[src/rtl/isa_pkg.sv]
`default_nettype none

package isa_pkg;

    localparam int isa_width = 32;

    typedef logic [isa_width-1:0] word_t;
    typedef logic [4:0]           reg_idx_t;
    typedef logic [5:0]           opcode_t;
    typedef logic [5:0]           funct_t;
    typedef logic [15:0]          imm_t;

    // primary opcodes, bits 31:26
    localparam opcode_t op_rtype = 6'h00;
    localparam opcode_t op_addi  = 6'h08;
    localparam opcode_t op_lw    = 6'h23;
    localparam opcode_t op_sw    = 6'h2b;

    // r-type funct, bits 5:0
    localparam funct_t fn_add = 6'h20;
    localparam funct_t fn_sub = 6'h22;
    localparam funct_t fn_and = 6'h24;
    localparam funct_t fn_or  = 6'h25;
    localparam funct_t fn_slt = 6'h2a;

endpackage

`default_nettype wire

[src/rtl/pipe_pkg.sv]
`default_nettype none

package pipe_pkg;

    typedef enum logic [2:0] {
        alu_add,
        alu_sub,
        alu_and,
        alu_or,
        alu_slt
    } alu_op_t;

    // EX operand source
    typedef enum logic [1:0] {
        fwd_none,
        fwd_mem,
        fwd_wb
    } fwd_sel_t;

    // data bus master states
    typedef enum logic [1:0] {
        bus_idle,
        bus_wait,
        bus_done
    } bus_state_t;

endpackage

`default_nettype wire

[src/rtl/decode_unit.sv]
`default_nettype none

module decode_unit (
    input  wire isa_pkg::word_t instr,
    output isa_pkg::reg_idx_t   rs_idx,
    output isa_pkg::reg_idx_t   rt_idx,
    output isa_pkg::reg_idx_t   dest_idx,
    output isa_pkg::word_t      imm_ext,
    output pipe_pkg::alu_op_t   alu_op,
    output logic                use_imm,
    output logic                reg_write,
    output logic                mem_read,
    output logic                mem_write,
    output logic                reads_rt
);

    isa_pkg::opcode_t  opcode;
    isa_pkg::funct_t   funct;
    isa_pkg::imm_t     imm;
    isa_pkg::reg_idx_t rd_idx;

    assign opcode  = instr[31:26];
    assign rs_idx  = instr[25:21];
    assign rt_idx  = instr[20:16];
    assign rd_idx  = instr[15:11];
    assign imm     = instr[15:0];
    assign funct   = instr[5:0];
    assign imm_ext = {{(isa_pkg::isa_width-16){imm[15]}}, imm};

    always_comb begin
        alu_op    = pipe_pkg::alu_add;
        use_imm   = 1'b0;
        reg_write = 1'b0;
        mem_read  = 1'b0;
        mem_write = 1'b0;
        reads_rt  = 1'b0;
        dest_idx  = rt_idx;
        case (opcode)
            isa_pkg::op_rtype: begin
                dest_idx  = rd_idx;
                reads_rt  = 1'b1;
                reg_write = 1'b1;
                case (funct)
                    isa_pkg::fn_add: alu_op = pipe_pkg::alu_add;
                    isa_pkg::fn_sub: alu_op = pipe_pkg::alu_sub;
                    isa_pkg::fn_and: alu_op = pipe_pkg::alu_and;
                    isa_pkg::fn_or:  alu_op = pipe_pkg::alu_or;
                    isa_pkg::fn_slt: alu_op = pipe_pkg::alu_slt;
                    default:         reg_write = 1'b0;
                endcase
            end
            isa_pkg::op_addi: begin
                use_imm   = 1'b1;
                reg_write = 1'b1;
            end
            isa_pkg::op_lw: begin
                use_imm   = 1'b1;
                reg_write = 1'b1;
                mem_read  = 1'b1;
            end
            isa_pkg::op_sw: begin
                // address from rs + imm, data from rt
                use_imm   = 1'b1;
                mem_write = 1'b1;
                reads_rt  = 1'b1;
            end
            default: ;
        endcase
    end

endmodule

`default_nettype wire

[src/rtl/register_file.sv]
`default_nettype none

module register_file (
    input  wire                    clk_raw,
    input  wire                    rst_n,
    input  wire isa_pkg::reg_idx_t rd_idx_a,
    input  wire isa_pkg::reg_idx_t rd_idx_b,
    output isa_pkg::word_t         rd_data_a,
    output isa_pkg::word_t         rd_data_b,
    input  wire                    wr_en,
    input  wire isa_pkg::reg_idx_t wr_idx,
    input  wire isa_pkg::word_t    wr_data
);

    isa_pkg::word_t regs [1:31];

    // r0 is constant, a same-cycle write shows through
    function automatic isa_pkg::word_t read_port(input isa_pkg::reg_idx_t idx);
        if (idx == '0) begin
            return '0;
        end else if (wr_en && wr_idx == idx) begin
            return wr_data;
        end
        return regs[idx];
    endfunction

    always_comb begin
        rd_data_a = read_port(rd_idx_a);
        rd_data_b = read_port(rd_idx_b);
    end

    always_ff @(posedge clk_raw) begin
        if (!rst_n) begin
            for (int i = 1; i < 32; i++) begin
                regs[i] <= '0;
            end
        end else if (wr_en && wr_idx != '0) begin
            regs[wr_idx] <= wr_data;
        end
    end

endmodule

`default_nettype wire

[src/rtl/forwarding_unit.sv]
`default_nettype none

module forwarding_unit (
    input  wire isa_pkg::reg_idx_t ex_rs,
    input  wire isa_pkg::reg_idx_t ex_rt,
    input  wire isa_pkg::reg_idx_t mem_dest,
    input  wire isa_pkg::reg_idx_t wb_dest,
    input  wire                    mem_reg_write,
    input  wire                    wb_reg_write,
    output pipe_pkg::fwd_sel_t     sel_a,
    output pipe_pkg::fwd_sel_t     sel_b
);

    // younger result in MEM wins over WB
    function automatic pipe_pkg::fwd_sel_t pick(input isa_pkg::reg_idx_t src);
        if (src == '0) begin
            return pipe_pkg::fwd_none;
        end else if (mem_reg_write && mem_dest == src) begin
            return pipe_pkg::fwd_mem;
        end else if (wb_reg_write && wb_dest == src) begin
            return pipe_pkg::fwd_wb;
        end
        return pipe_pkg::fwd_none;
    endfunction

    // sel_b also steers the sw data
    always_comb begin
        sel_a = pick(ex_rs);
        sel_b = pick(ex_rt);
    end

endmodule

`default_nettype wire

[src/rtl/hazard_unit.sv]
`default_nettype none

module hazard_unit (
    input  wire isa_pkg::reg_idx_t id_rs,
    input  wire isa_pkg::reg_idx_t id_rt,
    input  wire                    id_reads_rt,
    input  wire                    ex_mem_read,
    input  wire isa_pkg::reg_idx_t ex_dest,
    input  wire                    mem_busy,
    output logic                   hold_front,
    output logic                   bubble_ex,
    output logic                   freeze_mem,
    output logic                   instr_ready
);

    logic load_use;

    // lw result is not ready until WB, dependent waits one cycle
    assign load_use = ex_mem_read && ex_dest != '0 &&
                      (ex_dest == id_rs || (id_reads_rt && ex_dest == id_rt));

    // a pending bus access stops everything up to MEM
    assign freeze_mem  = mem_busy;
    assign hold_front  = mem_busy || load_use;
    assign bubble_ex   = load_use && !mem_busy;
    assign instr_ready = !hold_front;

endmodule

`default_nettype wire

[src/rtl/alu_stage.sv]
`default_nettype none

module alu_stage (
    input  wire pipe_pkg::alu_op_t  alu_op,
    input  wire                     use_imm,
    input  wire isa_pkg::word_t     rs_val,
    input  wire isa_pkg::word_t     rt_val,
    input  wire isa_pkg::word_t     imm_ext,
    input  wire isa_pkg::word_t     mem_fwd,
    input  wire isa_pkg::word_t     wb_fwd,
    input  wire pipe_pkg::fwd_sel_t sel_a,
    input  wire pipe_pkg::fwd_sel_t sel_b,
    output isa_pkg::word_t          result,
    output isa_pkg::word_t          store_data
);

    isa_pkg::word_t op_a;
    isa_pkg::word_t op_b;
    isa_pkg::word_t rt_fwd;

    function automatic isa_pkg::word_t fwd_mux(input pipe_pkg::fwd_sel_t sel,
                                               input isa_pkg::word_t     reg_val,
                                               input isa_pkg::word_t     mem_val,
                                               input isa_pkg::word_t     wb_val);
        case (sel)
            pipe_pkg::fwd_mem: return mem_val;
            pipe_pkg::fwd_wb:  return wb_val;
            default:           return reg_val;
        endcase
    endfunction

    assign op_a       = fwd_mux(sel_a, rs_val, mem_fwd, wb_fwd);
    assign rt_fwd     = fwd_mux(sel_b, rt_val, mem_fwd, wb_fwd);
    assign op_b       = use_imm ? imm_ext : rt_fwd;
    assign store_data = rt_fwd;

    always_comb begin
        case (alu_op)
            pipe_pkg::alu_add: result = op_a + op_b;
            pipe_pkg::alu_sub: result = op_a - op_b;
            pipe_pkg::alu_and: result = op_a & op_b;
            pipe_pkg::alu_or:  result = op_a | op_b;
            pipe_pkg::alu_slt: begin
                // signed compare, 1 or 0
                result = {{(isa_pkg::isa_width-1){1'b0}}, $signed(op_a) < $signed(op_b)};
            end
            default:           result = '0;
        endcase
    end

endmodule

`default_nettype wire

[src/rtl/wb_data_port.sv]
`default_nettype none

module wb_data_port (
    input  wire                 clk_raw,
    input  wire                 rst_n,
    input  wire                 mem_read,
    input  wire                 mem_write,
    input  wire isa_pkg::word_t addr,
    input  wire isa_pkg::word_t store_data,
    output isa_pkg::word_t      load_data,
    output logic                mem_busy,
    output logic                wb_cyc,
    output logic                wb_stb,
    output logic                wb_we,
    output isa_pkg::word_t      wb_adr,
    output isa_pkg::word_t      wb_dat_o,
    input  wire isa_pkg::word_t wb_dat_i,
    input  wire                 wb_ack
);

    pipe_pkg::bus_state_t state;
    logic                 launch;

    assign launch   = (state == pipe_pkg::bus_idle) && (mem_read || mem_write);
    assign mem_busy = launch || (state == pipe_pkg::bus_wait);
    assign wb_cyc   = (state == pipe_pkg::bus_wait);
    assign wb_stb   = wb_cyc;

    always_ff @(posedge clk_raw) begin
        if (!rst_n) begin
            state <= pipe_pkg::bus_idle;
            wb_we <= 1'b0;
        end else begin
            case (state)
                pipe_pkg::bus_idle: begin
                    if (launch) begin
                        state <= pipe_pkg::bus_wait;
                        wb_we <= mem_write;
                    end
                end
                pipe_pkg::bus_wait: begin
                    if (wb_ack) begin
                        state <= pipe_pkg::bus_done;
                        wb_we <= 1'b0;
                    end
                end
                // pipeline moves on this cycle, MEM holds a new instruction after
                pipe_pkg::bus_done: state <= pipe_pkg::bus_idle;
                default:            state <= pipe_pkg::bus_idle;
            endcase
        end
    end

    // address and write data stay fixed for the whole cycle
    always_ff @(posedge clk_raw) begin
        if (launch) begin
            wb_adr   <= addr;
            wb_dat_o <= store_data;
        end
        if (state == pipe_pkg::bus_wait && wb_ack) begin
            load_data <= wb_dat_i;
        end
    end

endmodule

`default_nettype wire

[src/rtl/mips_pipeline.sv]
`default_nettype none

module mips_pipeline (
    input  wire                 clk_raw,
    input  wire                 rst_n,
    input  wire isa_pkg::word_t instr,
    input  wire                 instr_valid,
    output logic                instr_ready,
    output logic                wb_cyc,
    output logic                wb_stb,
    output logic                wb_we,
    output isa_pkg::word_t      wb_adr,
    output isa_pkg::word_t      wb_dat_o,
    input  wire isa_pkg::word_t wb_dat_i,
    input  wire                 wb_ack
);

    logic                if_id_valid;
    isa_pkg::word_t      if_id_instr;

    isa_pkg::reg_idx_t   dec_rs, dec_rt, dec_dest;
    isa_pkg::word_t      dec_imm, rf_data_a, rf_data_b;
    pipe_pkg::alu_op_t   dec_alu_op;
    logic                dec_use_imm, dec_reg_write, dec_mem_read, dec_mem_write, dec_reads_rt;

    logic                id_ex_valid, id_ex_use_imm, id_ex_reg_write;
    logic                id_ex_mem_read, id_ex_mem_write;
    pipe_pkg::alu_op_t   id_ex_alu_op;
    isa_pkg::reg_idx_t   id_ex_rs, id_ex_rt, id_ex_dest;
    isa_pkg::word_t      id_ex_rs_val, id_ex_rt_val, id_ex_imm;

    pipe_pkg::fwd_sel_t  sel_a, sel_b;
    isa_pkg::word_t      alu_result, alu_store_data;

    logic                ex_mem_valid, ex_mem_reg_write, ex_mem_mem_read, ex_mem_mem_write;
    isa_pkg::reg_idx_t   ex_mem_dest;
    isa_pkg::word_t      ex_mem_alu, ex_mem_store_data, load_data;

    logic                mem_wb_valid, mem_wb_reg_write;
    isa_pkg::reg_idx_t   mem_wb_dest;
    isa_pkg::word_t      mem_wb_value;

    logic                mem_busy, hold_front, bubble_ex, freeze_mem;

    decode_unit decode_i (
        .instr(if_id_instr), .rs_idx(dec_rs), .rt_idx(dec_rt), .dest_idx(dec_dest),
        .imm_ext(dec_imm), .alu_op(dec_alu_op), .use_imm(dec_use_imm),
        .reg_write(dec_reg_write), .mem_read(dec_mem_read), .mem_write(dec_mem_write),
        .reads_rt(dec_reads_rt)
    );

    register_file regfile_i (
        .clk_raw(clk_raw), .rst_n(rst_n), .rd_idx_a(dec_rs), .rd_idx_b(dec_rt),
        .rd_data_a(rf_data_a), .rd_data_b(rf_data_b),
        .wr_en(mem_wb_valid && mem_wb_reg_write), .wr_idx(mem_wb_dest), .wr_data(mem_wb_value)
    );

    hazard_unit hazard_i (
        .id_rs(dec_rs), .id_rt(dec_rt), .id_reads_rt(dec_reads_rt),
        .ex_mem_read(id_ex_valid && id_ex_mem_read), .ex_dest(id_ex_dest),
        .mem_busy(mem_busy), .hold_front(hold_front), .bubble_ex(bubble_ex),
        .freeze_mem(freeze_mem), .instr_ready(instr_ready)
    );

    forwarding_unit forward_i (
        .ex_rs(id_ex_rs), .ex_rt(id_ex_rt), .mem_dest(ex_mem_dest), .wb_dest(mem_wb_dest),
        .mem_reg_write(ex_mem_valid && ex_mem_reg_write),
        .wb_reg_write(mem_wb_valid && mem_wb_reg_write), .sel_a(sel_a), .sel_b(sel_b)
    );

    alu_stage alu_i (
        .alu_op(id_ex_alu_op), .use_imm(id_ex_use_imm), .rs_val(id_ex_rs_val),
        .rt_val(id_ex_rt_val), .imm_ext(id_ex_imm), .mem_fwd(ex_mem_alu),
        .wb_fwd(mem_wb_value), .sel_a(sel_a), .sel_b(sel_b), .result(alu_result),
        .store_data(alu_store_data)
    );

    wb_data_port data_port_i (
        .clk_raw(clk_raw), .rst_n(rst_n), .mem_read(ex_mem_valid && ex_mem_mem_read),
        .mem_write(ex_mem_valid && ex_mem_mem_write), .addr(ex_mem_alu),
        .store_data(ex_mem_store_data), .load_data(load_data), .mem_busy(mem_busy),
        .wb_cyc(wb_cyc), .wb_stb(wb_stb), .wb_we(wb_we), .wb_adr(wb_adr),
        .wb_dat_o(wb_dat_o), .wb_dat_i(wb_dat_i), .wb_ack(wb_ack)
    );

    always_ff @(posedge clk_raw) begin
        if (!rst_n) begin
            if_id_valid  <= 1'b0;
            id_ex_valid  <= 1'b0;
            ex_mem_valid <= 1'b0;
            mem_wb_valid <= 1'b0;
        end else begin
            if (!hold_front) begin
                if_id_valid <= instr_valid;
            end
            if (!freeze_mem) begin
                id_ex_valid  <= if_id_valid && !bubble_ex;
                ex_mem_valid <= id_ex_valid;
            end
            mem_wb_valid <= ex_mem_valid && !freeze_mem;
        end
    end

    // bubbles carry a zero word so their indices never match a hazard
    always_ff @(posedge clk_raw) begin
        if (!hold_front) begin
            if_id_instr <= instr_valid ? instr : '0;
        end
    end

    always_ff @(posedge clk_raw) begin
        if (!freeze_mem) begin
            id_ex_alu_op    <= dec_alu_op;
            id_ex_use_imm   <= dec_use_imm;
            id_ex_reg_write <= dec_reg_write;
            id_ex_mem_read  <= dec_mem_read;
            id_ex_mem_write <= dec_mem_write;
            id_ex_rs        <= dec_rs;
            id_ex_rt        <= dec_rt;
            id_ex_dest      <= dec_dest;
            id_ex_rs_val    <= rf_data_a;
            id_ex_rt_val    <= rf_data_b;
            id_ex_imm       <= dec_imm;
        end else begin
            // WB drains while frozen, keep its value for the waiting EX op
            if (sel_a == pipe_pkg::fwd_wb) begin
                id_ex_rs_val <= mem_wb_value;
            end
            if (sel_b == pipe_pkg::fwd_wb) begin
                id_ex_rt_val <= mem_wb_value;
            end
        end
    end

    always_ff @(posedge clk_raw) begin
        if (!freeze_mem) begin
            ex_mem_reg_write  <= id_ex_reg_write;
            ex_mem_mem_read   <= id_ex_mem_read;
            ex_mem_mem_write  <= id_ex_mem_write;
            ex_mem_dest       <= id_ex_dest;
            ex_mem_alu        <= alu_result;
            ex_mem_store_data <= alu_store_data;
        end
        mem_wb_reg_write <= ex_mem_reg_write;
        mem_wb_dest      <= ex_mem_dest;
        // write-back value
        mem_wb_value     <= ex_mem_mem_read ? load_data : ex_mem_alu;
    end

endmodule

`default_nettype wire

[config.mk]
export PLATFORM = sky130hd
export DESIGN_NAME = mips_pipeline
export DESIGN_NICKNAME = d
export VERILOG_FILES = /design/src/rtl/isa_pkg.sv /design/src/rtl/pipe_pkg.sv /design/src/rtl/decode_unit.sv /design/src/rtl/register_file.sv /design/src/rtl/forwarding_unit.sv /design/src/rtl/hazard_unit.sv /design/src/rtl/alu_stage.sv /design/src/rtl/wb_data_port.sv /design/src/rtl/mips_pipeline.sv
export SDC_FILE = /design/constraint.sdc
export NUM_CORES = 2
export LEC_CHECK = 0
export ABC_AREA = 1
export BUFFER_PORTS_ARGS = -buffer_cell sky130_fd_sc_hd__buf_2
export CAP_MARGIN = 20
export CELL_PAD_IN_SITES_DETAIL_PLACEMENT = 1
export CELL_PAD_IN_SITES_GLOBAL_PLACEMENT = 1
export CORE_UTILIZATION = 30
export DETAILED_ROUTE_END_ITERATION = 10
export GPL_TIMING_DRIVEN = 0
export PLACE_DENSITY_LB_ADDON = 0.1
export SLEW_MARGIN = 20
export SYNTH_ARGS = -nofsm -noshare
export SYNTH_HDL_FRONTEND = slang
export SYNTH_HIERARCHICAL = 1
export SYNTH_SLANG_ARGS = --single-unit
[constraint.sdc]
create_clock -name clk_raw -period 8.45 [get_ports clk_raw]
set_input_delay 0.845 -clock clk_raw [delete_from_list [all_inputs] [get_ports clk_raw]]
set_output_delay 0.845 -clock clk_raw [all_outputs]
set_load 0.02 [all_outputs]
==> flow_summary_export.csv <==
group,metric,value,unit
clock_tree,cts_resized,0,
floorplan,top_level_ports,136,
synth,yosys_register_bits,1387,
global_routing,pin_count_of_the_biggest_net_entering_global_routing,70,
clock_tree,clock_slew_at_the_register_clock_pins_of_the_worst_setup_and_hold_paths,0.06,ns
timing,tightest_slew,1.32,ns
routing,route.detailed.vias_per_inst,5.59,
routing,drt_iter0_markers,10400,
timing,maxClockFrequency,0.142,GHz
pwr,clock_power_share,34.0,%
worst_setup_path,worst_setup_path_end_kind,"register",
floorplan,floorplan.rows,189,
timing,timing.final.hold_violations,0,
clock_tree,clock_tree_from_tritoncts,"done",
global_routing,globalRouteOverflowTotal,0,
pwr,pwr-share-comb,27.1,%
layout,area_growth_syn_to_layout,15.6,%
clock_tree,worst_skew_pair.late_latency,0.90,ns
clock_tree,clockRootBuffer,"clkbuf_16",
worst_hold_path,hold_path_class,"input pin to register",
worst_setup_path,critical_path_class,"register to register",
timing,layout_min_cycle_time,7.05,ns
routing,first_pass_iters,9,
worst_setup_path,largest_stage_delay_on_the_critical_path,0.81,ns
synth,synth-seq-area-share,51.3,%
floorplan,die_y,520,µm
synth,synthArstFlopShare,0,%
synth,synth.area.top_cells,"edfxtp_1 50%, nand2_1 13%, nand3_1 13%, inv_1 6.5%, nor2_1 5.6%",
clock_tree,cts_hold_buffers,0,
floorplan,starting_density_of_the_core,30.2,%
worst_setup_path,worstPathArrival,7.56,ns
pwr,post-layout-total-power,22.9,mW
pwr,p_int,13.8,mW
timing,grt_setup_unrepaired,"false",
worst_hold_path,worstHoldPathCells,1,
synth,synthesis.yosys.warnings,6,
worst_setup_path,critical_path.startpoint_type,"register",
global_routing,grt_pass1_wl,658,mm
routing,drc,0,
pwr,power.density_cell_area,246,nW/µm²
clock_tree,clock_tree.buffer_depth,4,
worst_setup_path,worst_path_most_repeated_cell,"nand2_1",
outcome,outcome,"completed",
floorplan,core,266000,µm²
layout,mostFrequentLayoutCells,"2806 x nand2_1, 2054 x nand3_1, 1393 x inv_1",
clock_tree,cts.sinks,1387,
synth,synthesized_area,80400,µm²
routing,detail_route.wirelength,494,mm
placed_design,pre_cts_ws,1.73,ns
routing,route.detailed.wl_per_inst,34.2,µm
layout,final_layout_size_suffix_gt1_share,8.80,%
worst_setup_path,timing.critical_path.fanout_max,10,
layout,finish.instance_area,92900,µm²
global_routing,initial_antenna_violation_count,49,
placed_design,post-dp-hpwl,369,mm
routing,num_vias,80600,
worst_setup_path,worstPathCellList,"inv_1, nand2_1, nand3_1, nor2_1, nand2_1, nor2_1, ha_1, buf_2, inv_1, clkbuf_1, o21ai_0, o21ai_0, ha_1, inv_2, nand2_1, o21ai_0, a21oi_1, nand2_1, nand2_1, nand2_1, nand2_1, nand3_1, nand3_1",
synth,yosysTopAreaCell,"edfxtp_1",
timing,post_route_setup_slack,1.40,ns
worst_setup_path,worst_ep_required_time,8.97,ns
floorplan,horizontal_die_dimension,520,µm
global_routing,all_layer_global_routing_usage,35.6,%
timing,period_share,83.4,%
placed_design,detailed_place.area,87100,µm²
worst_setup_path,worst_r2r_path_depth,23,
pwr,peakVddDrop,0.000201,V
layout,fin_nets,10900,
synth,synthesis.area_per_instance,7.77,µm²
synth,ys.flop_type,"edfxtp_1",
timing,timing.max_slew.rel_slack,12.2,%
clock_tree,cts_made_buffers,180,
synth,synth.top_cell.area_share,50.1,%
timing,clock_skew,0.0355,ns
pwr,power_switching_share,39.7,%
pwr,power_dissipated_by_switching_net_loads,9.07,mW
global_routing,number_of_global_route_vias_before_repair,78000,
routing,detail-route-antenna-nets,0,
synth,synth_edf_count,1342,
layout,most_common_cell_after_layout_fill_and_taps_aside,"nand2_1",
timing,final_setup_vio_count,0,
clock_tree,post_cts_buffers,0,
synth,synthesis.instances,10300,
worst_setup_path,critical-path-slowest-cell,"dfxtp_1",
placed_design,port-buffer-count,134,
layout,final_core_util,35.0,%
synth,synth_cell_type_count,47,
timing,setup_tns,0,ns
timing,maxSlewViolCount,0,
layout,layout.filler_cells,32000,
placed_design,globalplace.congestion,1.00,
floorplan,fp.dieArea,270000,µm²
run,cap_viol_max_count,0,
pwr,p_leak,41.9,nW
pwr,proportion_of_power_drawn_by_flip_flops_and_latches,38.9,%
clock_tree,cts_htree_levels,4,
-- cells in the mapped netlist (3+ instances only) --
library cell,instances
buf_2,219
a21boi_0,6
inv_1,1396
a21boi_1,3
nor3_2,3
a21oi_1,90
nand3_2,4
clkbuf_1,410
or2_2,40
nand2_2,23
ha_1,110
nand4_1,15
o21ai_0,162
inv_2,23
o2111ai_1,10
o21bai_1,11
buf_6,5
buf_4,55
nand2_1,2837
buf_1,79
a21oi_2,5
a221o_1,60
nand3_1,2054
o21ai_1,13
nor2_1,1208
dfxtp_1,45
o22ai_1,7
o211ai_1,64
edfxtp_1,1342
nor3_1,14
nor2_2,10
-- per-layer routing --
metal  up-vias  GRT usage, %  wire (µm)
met1     41000          48.0     209000
met2      4418          52.5     206000
li1      34100             -          -
met5         -             0        148
met3      1129          8.60      48400
met4        22          19.3      30500
-- sequential cells by signal, indices dropped and copies added (netlist names), 2 cells and up --
signal / count
id_ex_alu_op: 3
id_ex_rs: 5
data_port_i/wb_adr: 32
mem_wb_dest: 5
id_ex_rt_val: 32
ex_mem_alu: 32
id_ex_rs_val: 32
id_ex_imm: 32
id_ex_rt: 5
data_port_i/state: 2
data_port_i/wb_dat_o: 32
id_ex_dest: 5
if_id_instr: 32
ex_mem_dest: 5
mem_wb_value: 32
data_port_i/load_data: 32
ex_mem_store_data: 32
regfile_i/regs: 1024
-- power groups by stage --
stage,Clock (mW),Combinational (mW),Sequential (mW)
4_1_cts,7.90,5.90,8.89
5_1_grt,8.11,6.39,8.91
3_5_place_dp,0,5.87,9.02
2_1_floorplan,0,2.99,8.51
6_report,7.78,6.20,8.90
3_3_place_gp,0,5.74,9.03
-- per-stage QoR --
step / std cells / hold slack (ns)
floorplan: 10400 / 0.348
global placement: 14000 / 0.360
detailed placement: 14100 / 0.356
CTS: 14400 / 0.0683
global route: 14400 / 0.0946
finish: 14400 / 0.119
-- logic make-up after synthesis --
logic type / Yosys count / synth area share, %
buffers and inverters: 2190 / 10.9
other: 1 / 0.00467
xor gates and xnor gates: 1 / 0.0109
DFF: 1387 / 51.3
adders and majority gates: 112 / 1.76
and+or+nand+nor: 6215 / 32.6
AOI/OAI and AO/OA: 438 / 3.48
-- area by class of cell --
type                            instances  area (µm²)  area share (%)
Timing Repair Buffer                  187        1880            2.02
Tap cell                             3533        4420            4.76
Antenna cell                           17        42.5          0.0458
Multi-Input combinational cell       6798       30800            33.2
Sequential cell                      1387       41200            44.3
Buffer                                769        3540            3.81
Inverter                             1421        5340            5.74
Clock inverter                         85         885           0.952
Clock buffer                          232        4810            5.17
-- critical path: cells and delay by family, from the launching register on --
kind | cells | cell delay, ns
AOI/OAI and AO/OA | 4 | 1.98
adders and majority gates | 2 | 0.78
buffers and inverters | 5 | 1.06
DFF | 1 | 0.81
and+or+nand+nor | 12 | 2.00
-- worst paths after layout --
path,start,end,slack (ns)
max,mem_wb_dest[1],ex_mem_alu[29],1.40
min reg2reg,ex_mem_reg_write,mem_wb_reg_write,0.36
min,wb_dat_i[9],data_port_i/load_data[9],0.12
max reg2reg,mem_wb_dest[1],ex_mem_alu[29],1.40
Note: power is estimated with default switching activity, not from simulation.
